===== config.mk =====
export PLATFORM = sky130hd
export DESIGN_NAME = lsu_top
export DESIGN_NICKNAME = d
export VERILOG_FILES = /design/src/logic/lsu_pkg.sv /design/src/logic/lsu_request_gen.sv /design/src/logic/lsu_outstanding_ctrl.sv /design/src/logic/lsu_rdata_align.sv /design/src/logic/lsu_top.sv
export SDC_FILE = /design/constraint.sdc
export NUM_CORES = 1
export LEC_CHECK = 0
export ABC_AREA = 1
export ABC_CLOCK_PERIOD_IN_PS = 3600
export BUFFER_PORTS_ARGS = -buffer_cell sky130_fd_sc_hd__buf_4
export CAP_MARGIN = 20
export CORE_ASPECT_RATIO = 2
export CORE_MARGIN = 4
export CORE_UTILIZATION = 35
export CTS_CLUSTER_SIZE = 30
export DETAILED_ROUTE_END_ITERATION = 12
export GPL_TIMING_DRIVEN = 0
export PLACE_DENSITY = 0.7
export RECOVER_POWER = 25
export SLEW_MARGIN = 40
export SYNTH_ARGS = -nofsm -noshare
export SYNTH_HDL_FRONTEND = slang
export SYNTH_HIERARCHICAL = 1
export SYNTH_SLANG_ARGS = --single-unit

===== constraint.sdc =====
create_clock -name clk -period 3.6 [get_ports clk]
set_input_delay 0.54 -clock clk [delete_from_list [all_inputs] [get_ports clk]]
set_output_delay 0.54 -clock clk [all_outputs]
set_load 0.02 [all_outputs]

===== src/logic/lsu_pkg.sv =====
// Shared definitions of the load/store unit
// Widths, counter and offset types, access size encoding
// EX request, bus address phase and WB control structs
`default_nettype none

package lsu_pkg;

  //////////////////////////////
  // Widths and limits
  //////////////////////////////

  localparam int ADDR_W         = 32;
  localparam int DATA_W         = 32;
  localparam int BYTES_PER_WORD = 4;
  // Most bus transfers in flight at once
  localparam int MAX_OUTSTANDING = 2;
  localparam int OFFSET_W       = $clog2(BYTES_PER_WORD);
  // Counter must also hold the full value
  localparam int CNT_W          = $clog2(MAX_OUTSTANDING + 1);

  typedef logic [ADDR_W-1:0]         addr_t;
  typedef logic [DATA_W-1:0]         data_t;
  typedef logic [BYTES_PER_WORD-1:0] be_t;
  typedef logic [OFFSET_W-1:0]       offset_t;
  typedef logic [CNT_W-1:0]          cnt_t;

  // Access size, same encoding as funct3[1:0] of loads and stores
  typedef enum logic [1:0] {
    SIZE_BYTE = 2'b00,
    SIZE_HALF = 2'b01,
    SIZE_WORD = 2'b10
  } size_e;

  //////////////////////////////
  // Structs
  //////////////////////////////

  // Load or store as presented by EX
  typedef struct packed {
    addr_t operand_a;
    addr_t operand_b;
    logic  we;
    size_e size;
    logic  sext;
    data_t wdata;
  } lsu_req_t;

  // Address phase of one word-aligned bus transfer
  typedef struct packed {
    addr_t addr;
    logic  we;
    be_t   be;
    data_t wdata;
  } bus_req_t;

  // Control kept per transfer until its response
  typedef struct packed {
    size_e   size;
    logic    sext;
    offset_t offset;
    logic    last;  // Final transfer of the access
    logic    we;
  } wb_ctrl_t;

endpackage

`default_nettype wire


===== src/logic/lsu_request_gen.sv =====
// Bus request generation of the load/store unit
// Address adder, split detection and tracking
// Byte enables and write data rotation into the addressed lanes
`default_nettype none

module lsu_request_gen (
  input  logic              clk,
  input  logic              rst_n,
  input  lsu_pkg::lsu_req_t ex_req_i,
  input  logic              valid_0_i,
  input  logic              accepted_i,
  output lsu_pkg::bus_req_t bus_trans_o,
  output logic              split_o,
  output lsu_pkg::offset_t  first_offset_o
);
  import lsu_pkg::*;

  addr_t                       addr;
  addr_t                       word_addr;
  offset_t                     offset;
  be_t                         size_mask;
  logic [2*BYTES_PER_WORD-1:0] be_wide;
  data_t                       wdata_rot;
  // Second address phase of a split access in progress
  logic                        split_q;

  assign addr      = ex_req_i.operand_a + ex_req_i.operand_b;
  assign offset    = addr[OFFSET_W-1:0];
  assign word_addr = {addr[ADDR_W-1:OFFSET_W], {OFFSET_W{1'b0}}};

  // Offset of the access itself, also during the second phase
  assign first_offset_o = offset;

  //////////////////////////////
  // Split detection
  //////////////////////////////

  // Word off a boundary, or halfword in the top lane
  always_comb begin
    split_o = 1'b0;
    if (valid_0_i && !split_q) begin
      case (ex_req_i.size)
        SIZE_WORD: split_o = (offset != '0);
        SIZE_HALF: split_o = (&offset);
        default:   split_o = 1'b0;
      endcase
    end
  end

  // Set on first acceptance, cleared on second
  // Dropped valid kills a pending second phase
  always_ff @(posedge clk or negedge rst_n) begin
    if (!rst_n) begin
      split_q <= 1'b0;
    end else if (!valid_0_i) begin
      split_q <= 1'b0;
    end else if (accepted_i) begin
      split_q <= split_o;
    end
  end

  //////////////////////////////
  // Byte enables
  //////////////////////////////

  always_comb begin
    case (ex_req_i.size)
      SIZE_BYTE: size_mask = 4'b0001;
      SIZE_HALF: size_mask = 4'b0011;
      default:   size_mask = 4'b1111;
    endcase
  end

  // Lanes past the word end spill into the upper half
  assign be_wide = {{BYTES_PER_WORD{1'b0}}, size_mask} << offset;

  // Rotate left by the byte offset
  // Lanes that wrap are the ones the second phase writes
  always_comb begin
    case (offset)
      2'd1:    wdata_rot = {ex_req_i.wdata[23:0], ex_req_i.wdata[31:24]};
      2'd2:    wdata_rot = {ex_req_i.wdata[15:0], ex_req_i.wdata[31:16]};
      2'd3:    wdata_rot = {ex_req_i.wdata[7:0], ex_req_i.wdata[31:8]};
      default: wdata_rot = ex_req_i.wdata;
    endcase
  end

  //////////////////////////////
  // Address phase
  //////////////////////////////

  always_comb begin
    bus_trans_o.we    = ex_req_i.we;
    bus_trans_o.wdata = wdata_rot;
    if (split_q) begin
      // Next word, leftover low lanes
      bus_trans_o.addr = word_addr + addr_t'(BYTES_PER_WORD);
      bus_trans_o.be   = be_wide[2*BYTES_PER_WORD-1:BYTES_PER_WORD];
    end else begin
      bus_trans_o.addr = word_addr;
      bus_trans_o.be   = be_wide[BYTES_PER_WORD-1:0];
    end
  end

  // EX holds the access while its second phase is pending
  a_split_req_held : assert property (
    @(posedge clk) disable iff (!rst_n)
    split_q && valid_0_i |-> $stable(ex_req_i)
  );

endmodule

`default_nettype wire


===== src/logic/lsu_outstanding_ctrl.sv =====
// Outstanding transfer control of the load/store unit
// Transfer counter, EX and WB handshakes, busy and interruptible
// Queue of WB control matching responses to their requests
`default_nettype none

module lsu_outstanding_ctrl (
  input  logic              clk,
  input  logic              rst_n,
  input  logic              valid_0_i,
  input  lsu_pkg::lsu_req_t ex_req_i,
  input  logic              split_i,
  input  lsu_pkg::offset_t  offset_i,
  input  logic              bus_gnt_i,
  input  logic              bus_rvalid_i,
  output logic              bus_req_o,
  output logic              accepted_o,
  output logic              ready_0_o,
  output logic              valid_1_o,
  output logic              busy_o,
  output logic              interruptible_o,
  output lsu_pkg::wb_ctrl_t wb_ctrl_o
);
  import lsu_pkg::*;

  cnt_t                                cnt_q;
  // Request seen without grant in an earlier cycle
  logic                                req_wait_q;
  logic [$clog2(MAX_OUTSTANDING)-1:0]  wr_ptr_q;
  logic [$clog2(MAX_OUTSTANDING)-1:0]  rd_ptr_q;
  wb_ctrl_t                            ctrl_mem [MAX_OUTSTANDING];
  wb_ctrl_t                            ctrl_new;

  //////////////////////////////
  // Handshakes
  //////////////////////////////

  assign bus_req_o  = valid_0_i && (cnt_q < cnt_t'(MAX_OUTSTANDING));
  assign accepted_o = bus_req_o && bus_gnt_i;
  // First phase of a split keeps EX stalled
  assign ready_0_o  = accepted_o && !split_i;
  // WB always takes responses, one pulse per transfer
  assign valid_1_o  = bus_rvalid_i;

  // Up on grant, down on response, both at once cancel
  always_ff @(posedge clk or negedge rst_n) begin
    if (!rst_n) begin
      cnt_q <= '0;
    end else begin
      case ({accepted_o, bus_rvalid_i})
        2'b10:   cnt_q <= cnt_q + 1'b1;
        2'b01:   cnt_q <= cnt_q - 1'b1;
        default: cnt_q <= cnt_q;
      endcase
    end
  end

  //////////////////////////////
  // WB control queue
  //////////////////////////////

  always_comb begin
    ctrl_new.size   = ex_req_i.size;
    ctrl_new.sext   = ex_req_i.sext;
    ctrl_new.offset = offset_i;
    ctrl_new.last   = !split_i;
    ctrl_new.we     = ex_req_i.we;
  end

  always_ff @(posedge clk) begin
    if (accepted_o) begin
      ctrl_mem[wr_ptr_q] <= ctrl_new;
    end
  end

  // Responses come back in grant order
  always_ff @(posedge clk or negedge rst_n) begin
    if (!rst_n) begin
      wr_ptr_q <= '0;
      rd_ptr_q <= '0;
    end else begin
      if (accepted_o) begin
        wr_ptr_q <= wr_ptr_q + 1'b1;
      end
      if (bus_rvalid_i) begin
        rd_ptr_q <= rd_ptr_q + 1'b1;
      end
    end
  end

  assign wb_ctrl_o = ctrl_mem[rd_ptr_q];

  //////////////////////////////
  // Status
  //////////////////////////////

  always_ff @(posedge clk or negedge rst_n) begin
    if (!rst_n) begin
      req_wait_q <= 1'b0;
    end else begin
      req_wait_q <= bus_req_o && !bus_gnt_i;
    end
  end

  assign busy_o = (cnt_q != '0) || bus_req_o;
  // First cycle of a request may still be killed
  // once it waits for grant it must complete
  assign interruptible_o = !req_wait_q && (cnt_q == '0);

  a_cnt_limit : assert property (
    @(posedge clk) disable iff (!rst_n)
    cnt_q <= cnt_t'(MAX_OUTSTANDING)
  );

  // OBI address phase may not retract or change before grant
  a_req_stable : assert property (
    @(posedge clk) disable iff (!rst_n)
    bus_req_o && !bus_gnt_i |=> bus_req_o && $stable(ex_req_i)
  );

  a_rvalid_has_req : assert property (
    @(posedge clk) disable iff (!rst_n)
    bus_rvalid_i |-> (cnt_q != '0)
  );

endmodule

`default_nettype wire


===== src/logic/lsu_rdata_align.sv =====
// Read data path of the load/store unit
// Keeps the first half of a split load and joins it with the second
// Realigns by byte offset, then zero- or sign-extends by size
`default_nettype none

module lsu_rdata_align (
  input  logic              clk,
  input  logic              rst_n,
  input  logic              bus_rvalid_i,
  input  lsu_pkg::data_t    bus_rdata_i,
  input  lsu_pkg::wb_ctrl_t wb_ctrl_i,
  output lsu_pkg::data_t    rdata_1_o,
  output logic              last_1_o
);
  import lsu_pkg::*;

  // First response of a split access
  data_t               rdata_q;
  // First half held, second half expected
  logic                half_q;
  logic                is_split;
  logic [2*DATA_W-1:0] rdata_full;
  data_t               rdata_aligned;

  assign last_1_o = wb_ctrl_i.last;

  // Same rule as the split detection in EX
  assign is_split = ((wb_ctrl_i.size == SIZE_WORD) && (wb_ctrl_i.offset != '0)) ||
                    ((wb_ctrl_i.size == SIZE_HALF) && (&wb_ctrl_i.offset));

  //////////////////////////////
  // First half capture
  //////////////////////////////

  // Only loads keep their first half
  always_ff @(posedge clk) begin
    if (bus_rvalid_i && !wb_ctrl_i.last && !wb_ctrl_i.we) begin
      rdata_q <= bus_rdata_i;
    end
  end

  always_ff @(posedge clk or negedge rst_n) begin
    if (!rst_n) begin
      half_q <= 1'b0;
    end else if (bus_rvalid_i) begin
      half_q <= !wb_ctrl_i.last;
    end
  end

  //////////////////////////////
  // Realign and extend
  //////////////////////////////

  // Second word on top of the first
  // unsplit data is doubled so the shift pulls high lanes down
  assign rdata_full = half_q ? {bus_rdata_i, rdata_q} : {bus_rdata_i, bus_rdata_i};

  assign rdata_aligned = data_t'(rdata_full >> {wb_ctrl_i.offset, 3'b000});

  always_comb begin
    case (wb_ctrl_i.size)
      SIZE_BYTE: begin
        rdata_1_o = {{24{wb_ctrl_i.sext && rdata_aligned[7]}}, rdata_aligned[7:0]};
      end
      SIZE_HALF: begin
        rdata_1_o = {{16{wb_ctrl_i.sext && rdata_aligned[15]}}, rdata_aligned[15:0]};
      end
      default: begin
        rdata_1_o = rdata_aligned;
      end
    endcase
  end

  // Final response of a split access must find its first half held
  a_split_joined : assert property (
    @(posedge clk) disable iff (!rst_n)
    bus_rvalid_i && wb_ctrl_i.last && is_split |-> half_q
  );

  // Unsplit access never ends with a stale first half
  a_no_stale_half : assert property (
    @(posedge clk) disable iff (!rst_n)
    bus_rvalid_i && !is_split |-> !half_q && wb_ctrl_i.last
  );

endmodule

`default_nettype wire


===== src/logic/lsu_top.sv =====
// Load/store unit top level
// Request generation, outstanding transfer control and read data alignment
`default_nettype none

module lsu_top (
  input  logic              clk,
  input  logic              rst_n,

  // EX stage
  input  lsu_pkg::lsu_req_t ex_req_i,
  input  logic              valid_0_i,
  output logic              ready_0_o,

  // Bus
  output logic              bus_req_o,
  output lsu_pkg::bus_req_t bus_trans_o,
  input  logic              bus_gnt_i,
  input  logic              bus_rvalid_i,
  input  lsu_pkg::data_t    bus_rdata_i,

  // WB stage
  output logic              valid_1_o,
  output logic              last_1_o,
  output lsu_pkg::data_t    rdata_1_o,

  // Status to the controller
  output logic              busy_o,
  output logic              interruptible_o
);
  import lsu_pkg::*;

  logic     split;
  logic     accepted;
  offset_t  first_offset;
  wb_ctrl_t wb_ctrl;

  // Address, byte enables and write data of the current phase
  lsu_request_gen u_request_gen (
    .clk            (clk),
    .rst_n          (rst_n),
    .ex_req_i       (ex_req_i),
    .valid_0_i      (valid_0_i),
    .accepted_i     (accepted),
    .bus_trans_o    (bus_trans_o),
    .split_o        (split),
    .first_offset_o (first_offset)
  );

  // Handshakes, counter and per-transfer WB control
  lsu_outstanding_ctrl u_outstanding_ctrl (
    .clk             (clk),
    .rst_n           (rst_n),
    .valid_0_i       (valid_0_i),
    .ex_req_i        (ex_req_i),
    .split_i         (split),
    .offset_i        (first_offset),
    .bus_gnt_i       (bus_gnt_i),
    .bus_rvalid_i    (bus_rvalid_i),
    .bus_req_o       (bus_req_o),
    .accepted_o      (accepted),
    .ready_0_o       (ready_0_o),
    .valid_1_o       (valid_1_o),
    .busy_o          (busy_o),
    .interruptible_o (interruptible_o),
    .wb_ctrl_o       (wb_ctrl)
  );

  // Response side, joins split loads and extends
  lsu_rdata_align u_rdata_align (
    .clk          (clk),
    .rst_n        (rst_n),
    .bus_rvalid_i (bus_rvalid_i),
    .bus_rdata_i  (bus_rdata_i),
    .wb_ctrl_i    (wb_ctrl),
    .rdata_1_o    (rdata_1_o),
    .last_1_o     (last_1_o)
  );

endmodule

`default_nettype wire


==> run summary, run 1 <==
TNS Setup = 0 ns
Primary FF master, synth = edfxtp_1
Reg-to-reg critical path endpoint = u_rdata_align/rdata_q[24]
Hold crit path type = in2async
Initial antenna violation count = 0
Max Fanout on Critical Path = 6
DR vias/cell = 5.149
Worst R2R Setup Slack = 1.59 ns
Worst-Margin Slew = 0.7716 ns
WP data arrival = 2.92 ns
Synth Warn # = 6
HPWL after DPL = 28.88 mm
Total CTS buffers = 5
Clock latency on the worst-skew pair = 0.30 ns
Number of flops mapped to enable cells by yosys = 46
Outcome = complete, no violations
GPL Wtd Cong = 0.9881
Wire length on met2 = 18.14 mm
DR DRC count = 0
CTS clk-pin slew, worst paths = 0.07 ns
WS Path Type = in2out
Seq cells post-synth = 53
Reg2reg start = u_outstanding_ctrl/rd_ptr_q
Met3 wire len = 1.640 mm
Reg2Reg Depth = 7
Max rail drop VDD = 0.0005096 V
CP startpoint kind = primary input
Layout cells sized above 1 = 23.74%
Leak pwr = 5.625 nW
Cell Chain, Critical Path = buf_4, ha_1, inv_1, nand2_1, nand3_2, nand2_2, nand2_2, nand2_2, xor2_4, nand2_1, nor2_2, nand3_2, nor2_4, nand2_1, nand2_1, nand2_1, buf_4
Most used cell, CP = nand2_1
Final Hold Viols = 0
Slowest-stage cell, CP = ha_1
Syn Inst Count = 1416
Total Wirelength = 33.38 mm
M1 WL = 9.979 mm
Cell Pwr Density = 541.7 nW/µm²
Layout area overhead = 33.33%
Fmax = 0.2890 GHz
Setup-failing EPs final = 0
Maxcap violations = 0
Post-cts hold buffer count = 0
Synth top cells by count = nand2_1 (583), inv_1 (194), nand3_1 (130), nor2_1 (90), a21oi_1 (49)
Core area = 22740 µm²
Count of different cell masters after synthesis = 46
Fin. max-slew vios = 0
Die footprint = 25720 µm²
First-pass GRT wire length = 50.83 mm
Mapped Area = 8078 µm²
Final period util = 96.11%
Syn_area_per_cell = 5.705 µm²
TritonCTS clock tree = yes
Port bufs = 241
Area leader, netlist = nand2_1
Count leader, synth = nand2_1
First drt pass iteration count = 5
Post-route clock skew = 0.006252 ns
Post-layout min period = 3.460 ns
Longest Clk Path Bufs = 2
Vias in the first global route = 10004
Clock Sinks = 53
Clock Root Buffer = clkbuf_16
Worst EP required = 3.06 ns
Via count = 10098
Final antenna diode count = 0
Post-synth ARST share = 13.21%
Largest net degree at the start of global routing = 18
Critical Path Sink Type = output port
Max stage delay on crit path = 0.41 ns
Synth top area share = 27.09%
# IOs = 244
Antenna Nets Post-Route = 0
Unrepaired setup endpoints after global routing = true
Htree depth = 2
Synth top area cells = nand2_1 (27%), edfxtp_1 (17%), inv_1 (9.0%), nand3_1 (8.1%), ha_1 (5.7%)
Gr usage total = 25.57%
DR top layer = met4
Slew headroom = 48.56%
Std cell rows = 78
Die width = 115.4 µm
Avg WL per Cell = 17.02 µm
Seq/Total Area, Yosys = 19.27%
Die Y = 222.8 µm
Final core utilization = 47.36%
GRT overflow = 0
Nets = 1855
Initial drt markers = 650
Initial Util = 35.52%
-- worst max-delay path by stage --
stage / startpoint / to / slack (ns) / depth (start not counted)
after floorplan: ex_req_i[36] / bus_trans_o[59] / 0.32 / 13
after global placement: ex_req_i[36] / bus_trans_o[0] / -0.26 / 11
after detailed placement: ex_req_i[36] / bus_trans_o[0] / -0.29 / 11
after CTS: ex_req_i[36] / bus_trans_o[55] / 0.006 / 17
after global routing: ex_req_i[74] / bus_trans_o[64] / 0.004 / 18
final: ex_req_i[39] / bus_trans_o[66] / 0.14 / 17
-- flip-flops by register name (all words and copies together) (netlist names) --
register / flops
u_request_gen/split_q: 1
u_outstanding_ctrl/req_wait_q: 1
u_outstanding_ctrl/cnt_q: 2
u_rdata_align/rdata_q: 32
u_rdata_align/half_q: 1
u_outstanding_ctrl/rd_ptr_q: 1
u_outstanding_ctrl/wr_ptr_q: 1
u_outstanding_ctrl/ctrl_mem: 14
-- cells by family after synthesis --
| group | share of synthesized area, % |
|---|---|
| other | 0.04642 |
| AOI/OAI and AO/OA | 10.49 |
| buffers and inverters | 13.48 |
| and+or+nand+nor | 48.16 |
| xor gates and xnor gates | 2.587 |
| DFF | 19.27 |
| adders and majority gates | 5.979 |
-- cells in the final DEF (no fill, tap or decap), types with 8 or more instances in the layout --
| master | instances |
|---|---|
| xor2_1 | 16 |
| inv_1 | 193 |
| nor2_2 | 16 |
| edfxtp_1 | 46 |
| o21ai_0 | 39 |
| buf_4 | 225 |
| ha_4 | 8 |
| clkbuf_1 | 50 |
| nand2_2 | 40 |
| a21oi_1 | 48 |
| nand3_1 | 125 |
| nand2_1 | 572 |
| ha_1 | 18 |
| nor2_4 | 15 |
| and2_1 | 8 |
| nand4_1 | 11 |
| nand3_2 | 9 |
| nor2_1 | 78 |
| ha_2 | 11 |
| buf_6 | 13 |
| inv_2 | 20 |
| o2111ai_1 | 22 |
-- timing repair --
item                       4_1_cts  5_1_grt
setup buffers                   10        5
setup endpoints to repair       32       31
cloned                           0        0
resized for setup               12       68
pin swaps                        9       16
-- power by group --
part / leakage [nW] / switching [mW] / internal (mW) / total (mW)
Sequential: 0.506 / 0.0580 / 0.792 / 0.850
Clock: 0.0872 / 0.231 / 0.324 / 0.556
Combinational: 5.03 / 2.85 / 1.57 / 4.43
Total: 5.63 / 3.14 / 2.69 / 5.83
-- routing by layer --
layer | GRT usage [%] | vias up
li1 | - | 5004
met1 | 21.79 | 4529
met2 | 49.35 | 403
met3 | 2.371 | 162
met4 | 23.05 | 0
met5 | 0 | -
-- through the flow --
stage | hold slack (ns) | instance area, µm² | total power [mW] | std cells | worst slack [ns]
detailed placement | 0.3592 | 10280 | 5.194 | 1939 | -0.2902
global placement | 0.3606 | 10240 | 5.152 | 1938 | -0.2585
floorplan | 0.2444 | 8082 | 3.488 | 1417 | 0.3195
global route | 0.1547 | 10770 | 6.267 | 1961 | 0.003635
CTS | 0.02668 | 10570 | 5.793 | 1956 | 0.006485
finish | 0.1286 | 10770 | 5.835 | 1961 | 0.1401
-- critical path: cells and delay by family --
kind                     cells  cell delay [ns]
AND/OR/NAND/NOR             12             1.27
XOR/XNOR                     1             0.29
adder cells (fa/ha/maj)      1             0.41
buffers and inverters        3             0.39
-- area by class of cell --
cell class	count	area (µm²)
repair buffers	257	1852
clock buffers	7	163.9
plain buffers	45	276.5
multi-input cells	1101	5739
inverters	217	820.8
fillers	2510	11970
well taps	280	350.3
flip-flops and latches	53	1556
clock inverters	1	11.26
(Power assumes the default switching activity.)
==> run 2: changes to the inputs <==
--- a/config.mk
+++ b/config.mk
@@ -6,7 +6,7 @@
 export NUM_CORES = 1
 export LEC_CHECK = 0
 export ABC_AREA = 1
-export ABC_CLOCK_PERIOD_IN_PS = 3600
+export ABC_CLOCK_PERIOD_IN_PS = 3820
 export BUFFER_PORTS_ARGS = -buffer_cell sky130_fd_sc_hd__buf_4
 export CAP_MARGIN = 20
 export CORE_ASPECT_RATIO = 2
==> constraint.sdc (replaced) <==
create_clock -name clk -period 3.82 [get_ports clk]
set_input_delay 0.573 -clock clk [delete_from_list [all_inputs] [get_ports clk]]
set_output_delay 0.573 -clock clk [all_outputs]
set_load 0.02 [all_outputs]
==> run summary, run 2 (synthesized netlist as in run 1, its figures left out) <==
Maxcap violations = 0 (unchanged)
Fmax = 0.2726 GHz
Gr usage total = 25.49% (-0.084 points)
CP startpoint kind = primary input
Most frequent cells in the layout = nand2_1 (576), buf_4 (221), inv_1 (194)
Total CTS buffers = 5 (unchanged)
Std cell rows = 78 (unchanged)
Core area = 22740 µm² (unchanged)
Clock power frac = 9.6% (about the same)
Max Fanout on Critical Path = 10 (+4)
Layout cells sized above 1 = 21.45% (-2.3 points)
Post-layout min period = 3.668 ns
Vias in the first global route = 9931 (-0.73%)
Worst EP required = 3.25 ns (+0.19 ns)
Post-route clock skew = 0.007053 ns (+0.0008004 ns)
Net Sw Frac = 54.03% (+0.16 points)
Clock Root Buffer = clkbuf_16
Initial antenna violation count = 0 (unchanged)
Die Y = 222.8 µm (unchanged)
Leak pwr = 5.604 nW (-0.38%)
Port bufs = 241 (unchanged)
Via count = 10028 (-0.69%)
Clock latency on the worst-skew pair = 0.30 ns (about the same)
Power share of the sequential group = 14.7% (about the same)
Final period util = 96.03%
Initial Util = 35.52% (unchanged)
Setup-failing EPs final = 0 (unchanged)
Nets = 1848 (-0.38%)
Biggest regs = u_rdata_align/rdata_q x32, u_outstanding_ctrl/ctrl_mem x14, u_outstanding_ctrl/cnt_q x2
Die width = 115.4 µm (unchanged)
Cell-internal power = 2.504 mW (-7.0%)
Layout area overhead = 30.14%
Post-Place Worst Slack = -0.1362 ns (+0.1540 ns)
Cell Chain, Critical Path = clkbuf_1, ha_4, fa_2, clkbuf_1, inv_1, nor2_1, inv_1, clkbuf_1, o2111ai_1, buf_4
First-pass GRT wire length = 50.65 mm (-0.35%)
Final WS setup = 0.1518 ns (+0.01175 ns)
Worst-Margin Slew = 0.7507 ns (-0.02085 ns)
Max stage delay on crit path = 0.56 ns (+0.15 ns)
Hold crit path type = in2async
Comb pwr share = 75.7% (-0.2 points)
Slew headroom = 49.95% (+1.4 points)
DR DRC count = 0 (unchanged)
Largest register FFs = 32 (unchanged)
Antenna Nets Post-Route = 0 (unchanged)
Reg with most FFs = u_rdata_align/rdata_q
Overall Power = 5.448 mW (-6.6%)
Largest delay share family, worst path = buffers and inverters
GRT overflow = 0 (unchanged)
DR vias/cell = 5.132 (-0.34%)
Critical Path Sink Type = output port
Switching pwr = 2.944 mW (-6.3%)
Post-cts hold buffer count = 0 (unchanged)
Most common cell after layout, fill and taps aside = nand2_1
Outcome = complete, no violations
Max rail drop VDD = 0.0004811 V (-5.6%)
Longest Clk Path Bufs = 2 (unchanged)
TritonCTS clock tree = yes
Clock Sinks = 53 (unchanged)
Final Hold Viols = 0 (unchanged)
Die footprint = 25720 µm² (unchanged)
WS Path Type = in2out
Htree depth = 2 (unchanged)
HPWL after DPL = 28.88 mm (unchanged)
Cell Pwr Density = 518.3 nW/µm² (-4.3%)
CP bufs+invs = 6 (+3)
Initial drt markers = 702 (+8.0%)
Slowest-stage cell, CP = fa_2
First drt pass iteration count = 5 (unchanged)
# IOs = 244 (unchanged)
TNS Setup = 0 ns (unchanged)
Largest net degree at the start of global routing = 18 (unchanged)
Final antenna diode count = 0 (unchanged)
Fin. max-slew vios = 0 (unchanged)
Total Wirelength = 33.21 mm (-0.52%)
WP data arrival = 3.10 ns (+0.18 ns)
GPL Wtd Cong = 0.9881 (unchanged)
Avg WL per Cell = 17.00 µm (-0.16%)
Unrepaired setup endpoints after global routing = true
CTS clk-pin slew, worst paths = 0.07 ns (about the same)
Most used cell, CP = clkbuf_1
## run 2: area by class of cell
type                       instances  area, µm²
fill                            2543      12230
multi-input combinational       1101       5567
timing repair buffer             249       1769
sequential                        53       1556
inverter                         217      814.5
tap                              280      350.3
buffer                            46      280.3
clock buffer                       7      163.9
clock inverter                     1      11.26
## run 2: layer usage
metal	share of wire, %	track usage, %	vias up	wire, µm
met5	0	0	-	0
li1	-	-	4987	-
met1	30	21.72	4466	10010
met4	10	22.40	0	3434
met3	4.9	2.317	153	1626
met2	55	49.49	422	18140
## run 2: power groups by stage
stage / Sequential [mW] / Clock, mW / Combinational (mW)
after floorplan: 0.800 / 0 / 2.49
after global placement: 0.819 / 0 / 4.04
after detailed placement: 0.816 / 0 / 4.08
after CTS: 0.803 / 0.547 / 4.09
after global routing: 0.814 / 0.564 / 4.48
final: 0.802 / 0.524 / 4.12
## run 2: through the flow
step / instance area [µm²] / cells / hold slack [ns] / utilization [%]
finish: 10510 / 1954 / 0.1641 / 46.23
global placement: 10240 / 1938 / 0.3936 / 45.04
global route: 10510 / 1954 / 0.1877 / 46.23
CTS: 10460 / 1947 / 0.05968 / 45.98
detailed placement: 10280 / 1939 / 0.3922 / 45.19
floorplan: 8082 / 1417 / 0.2774 / -
## run 2: worst paths after layout
kind	to	from	cells after the start	slack (ns)
worst max-delay path	bus_trans_o[2]	ex_req_i[36]	10	0.15
worst min-delay path	u_outstanding_ctrl/req_wait_q	rst_n	1	0.16
worst max register to register	u_rdata_align/rdata_q[24]	u_outstanding_ctrl/rd_ptr_q	7	1.80
worst min register to register	u_outstanding_ctrl/cnt_q[1]	u_outstanding_ctrl/cnt_q[1]	2	0.52
max in group asynchronous	u_rdata_align/half_q	rst_n	1	3.37
min in group clk	u_outstanding_ctrl/req_wait_q	bus_gnt_i	2	0.44
## run 2: what timing repair did
item,in CTS,in global routing
pin swaps,0,11
gates cloned,0,0
buffers inserted,0,7
setup endpoints to repair,14,23
gates resized for setup,3,31
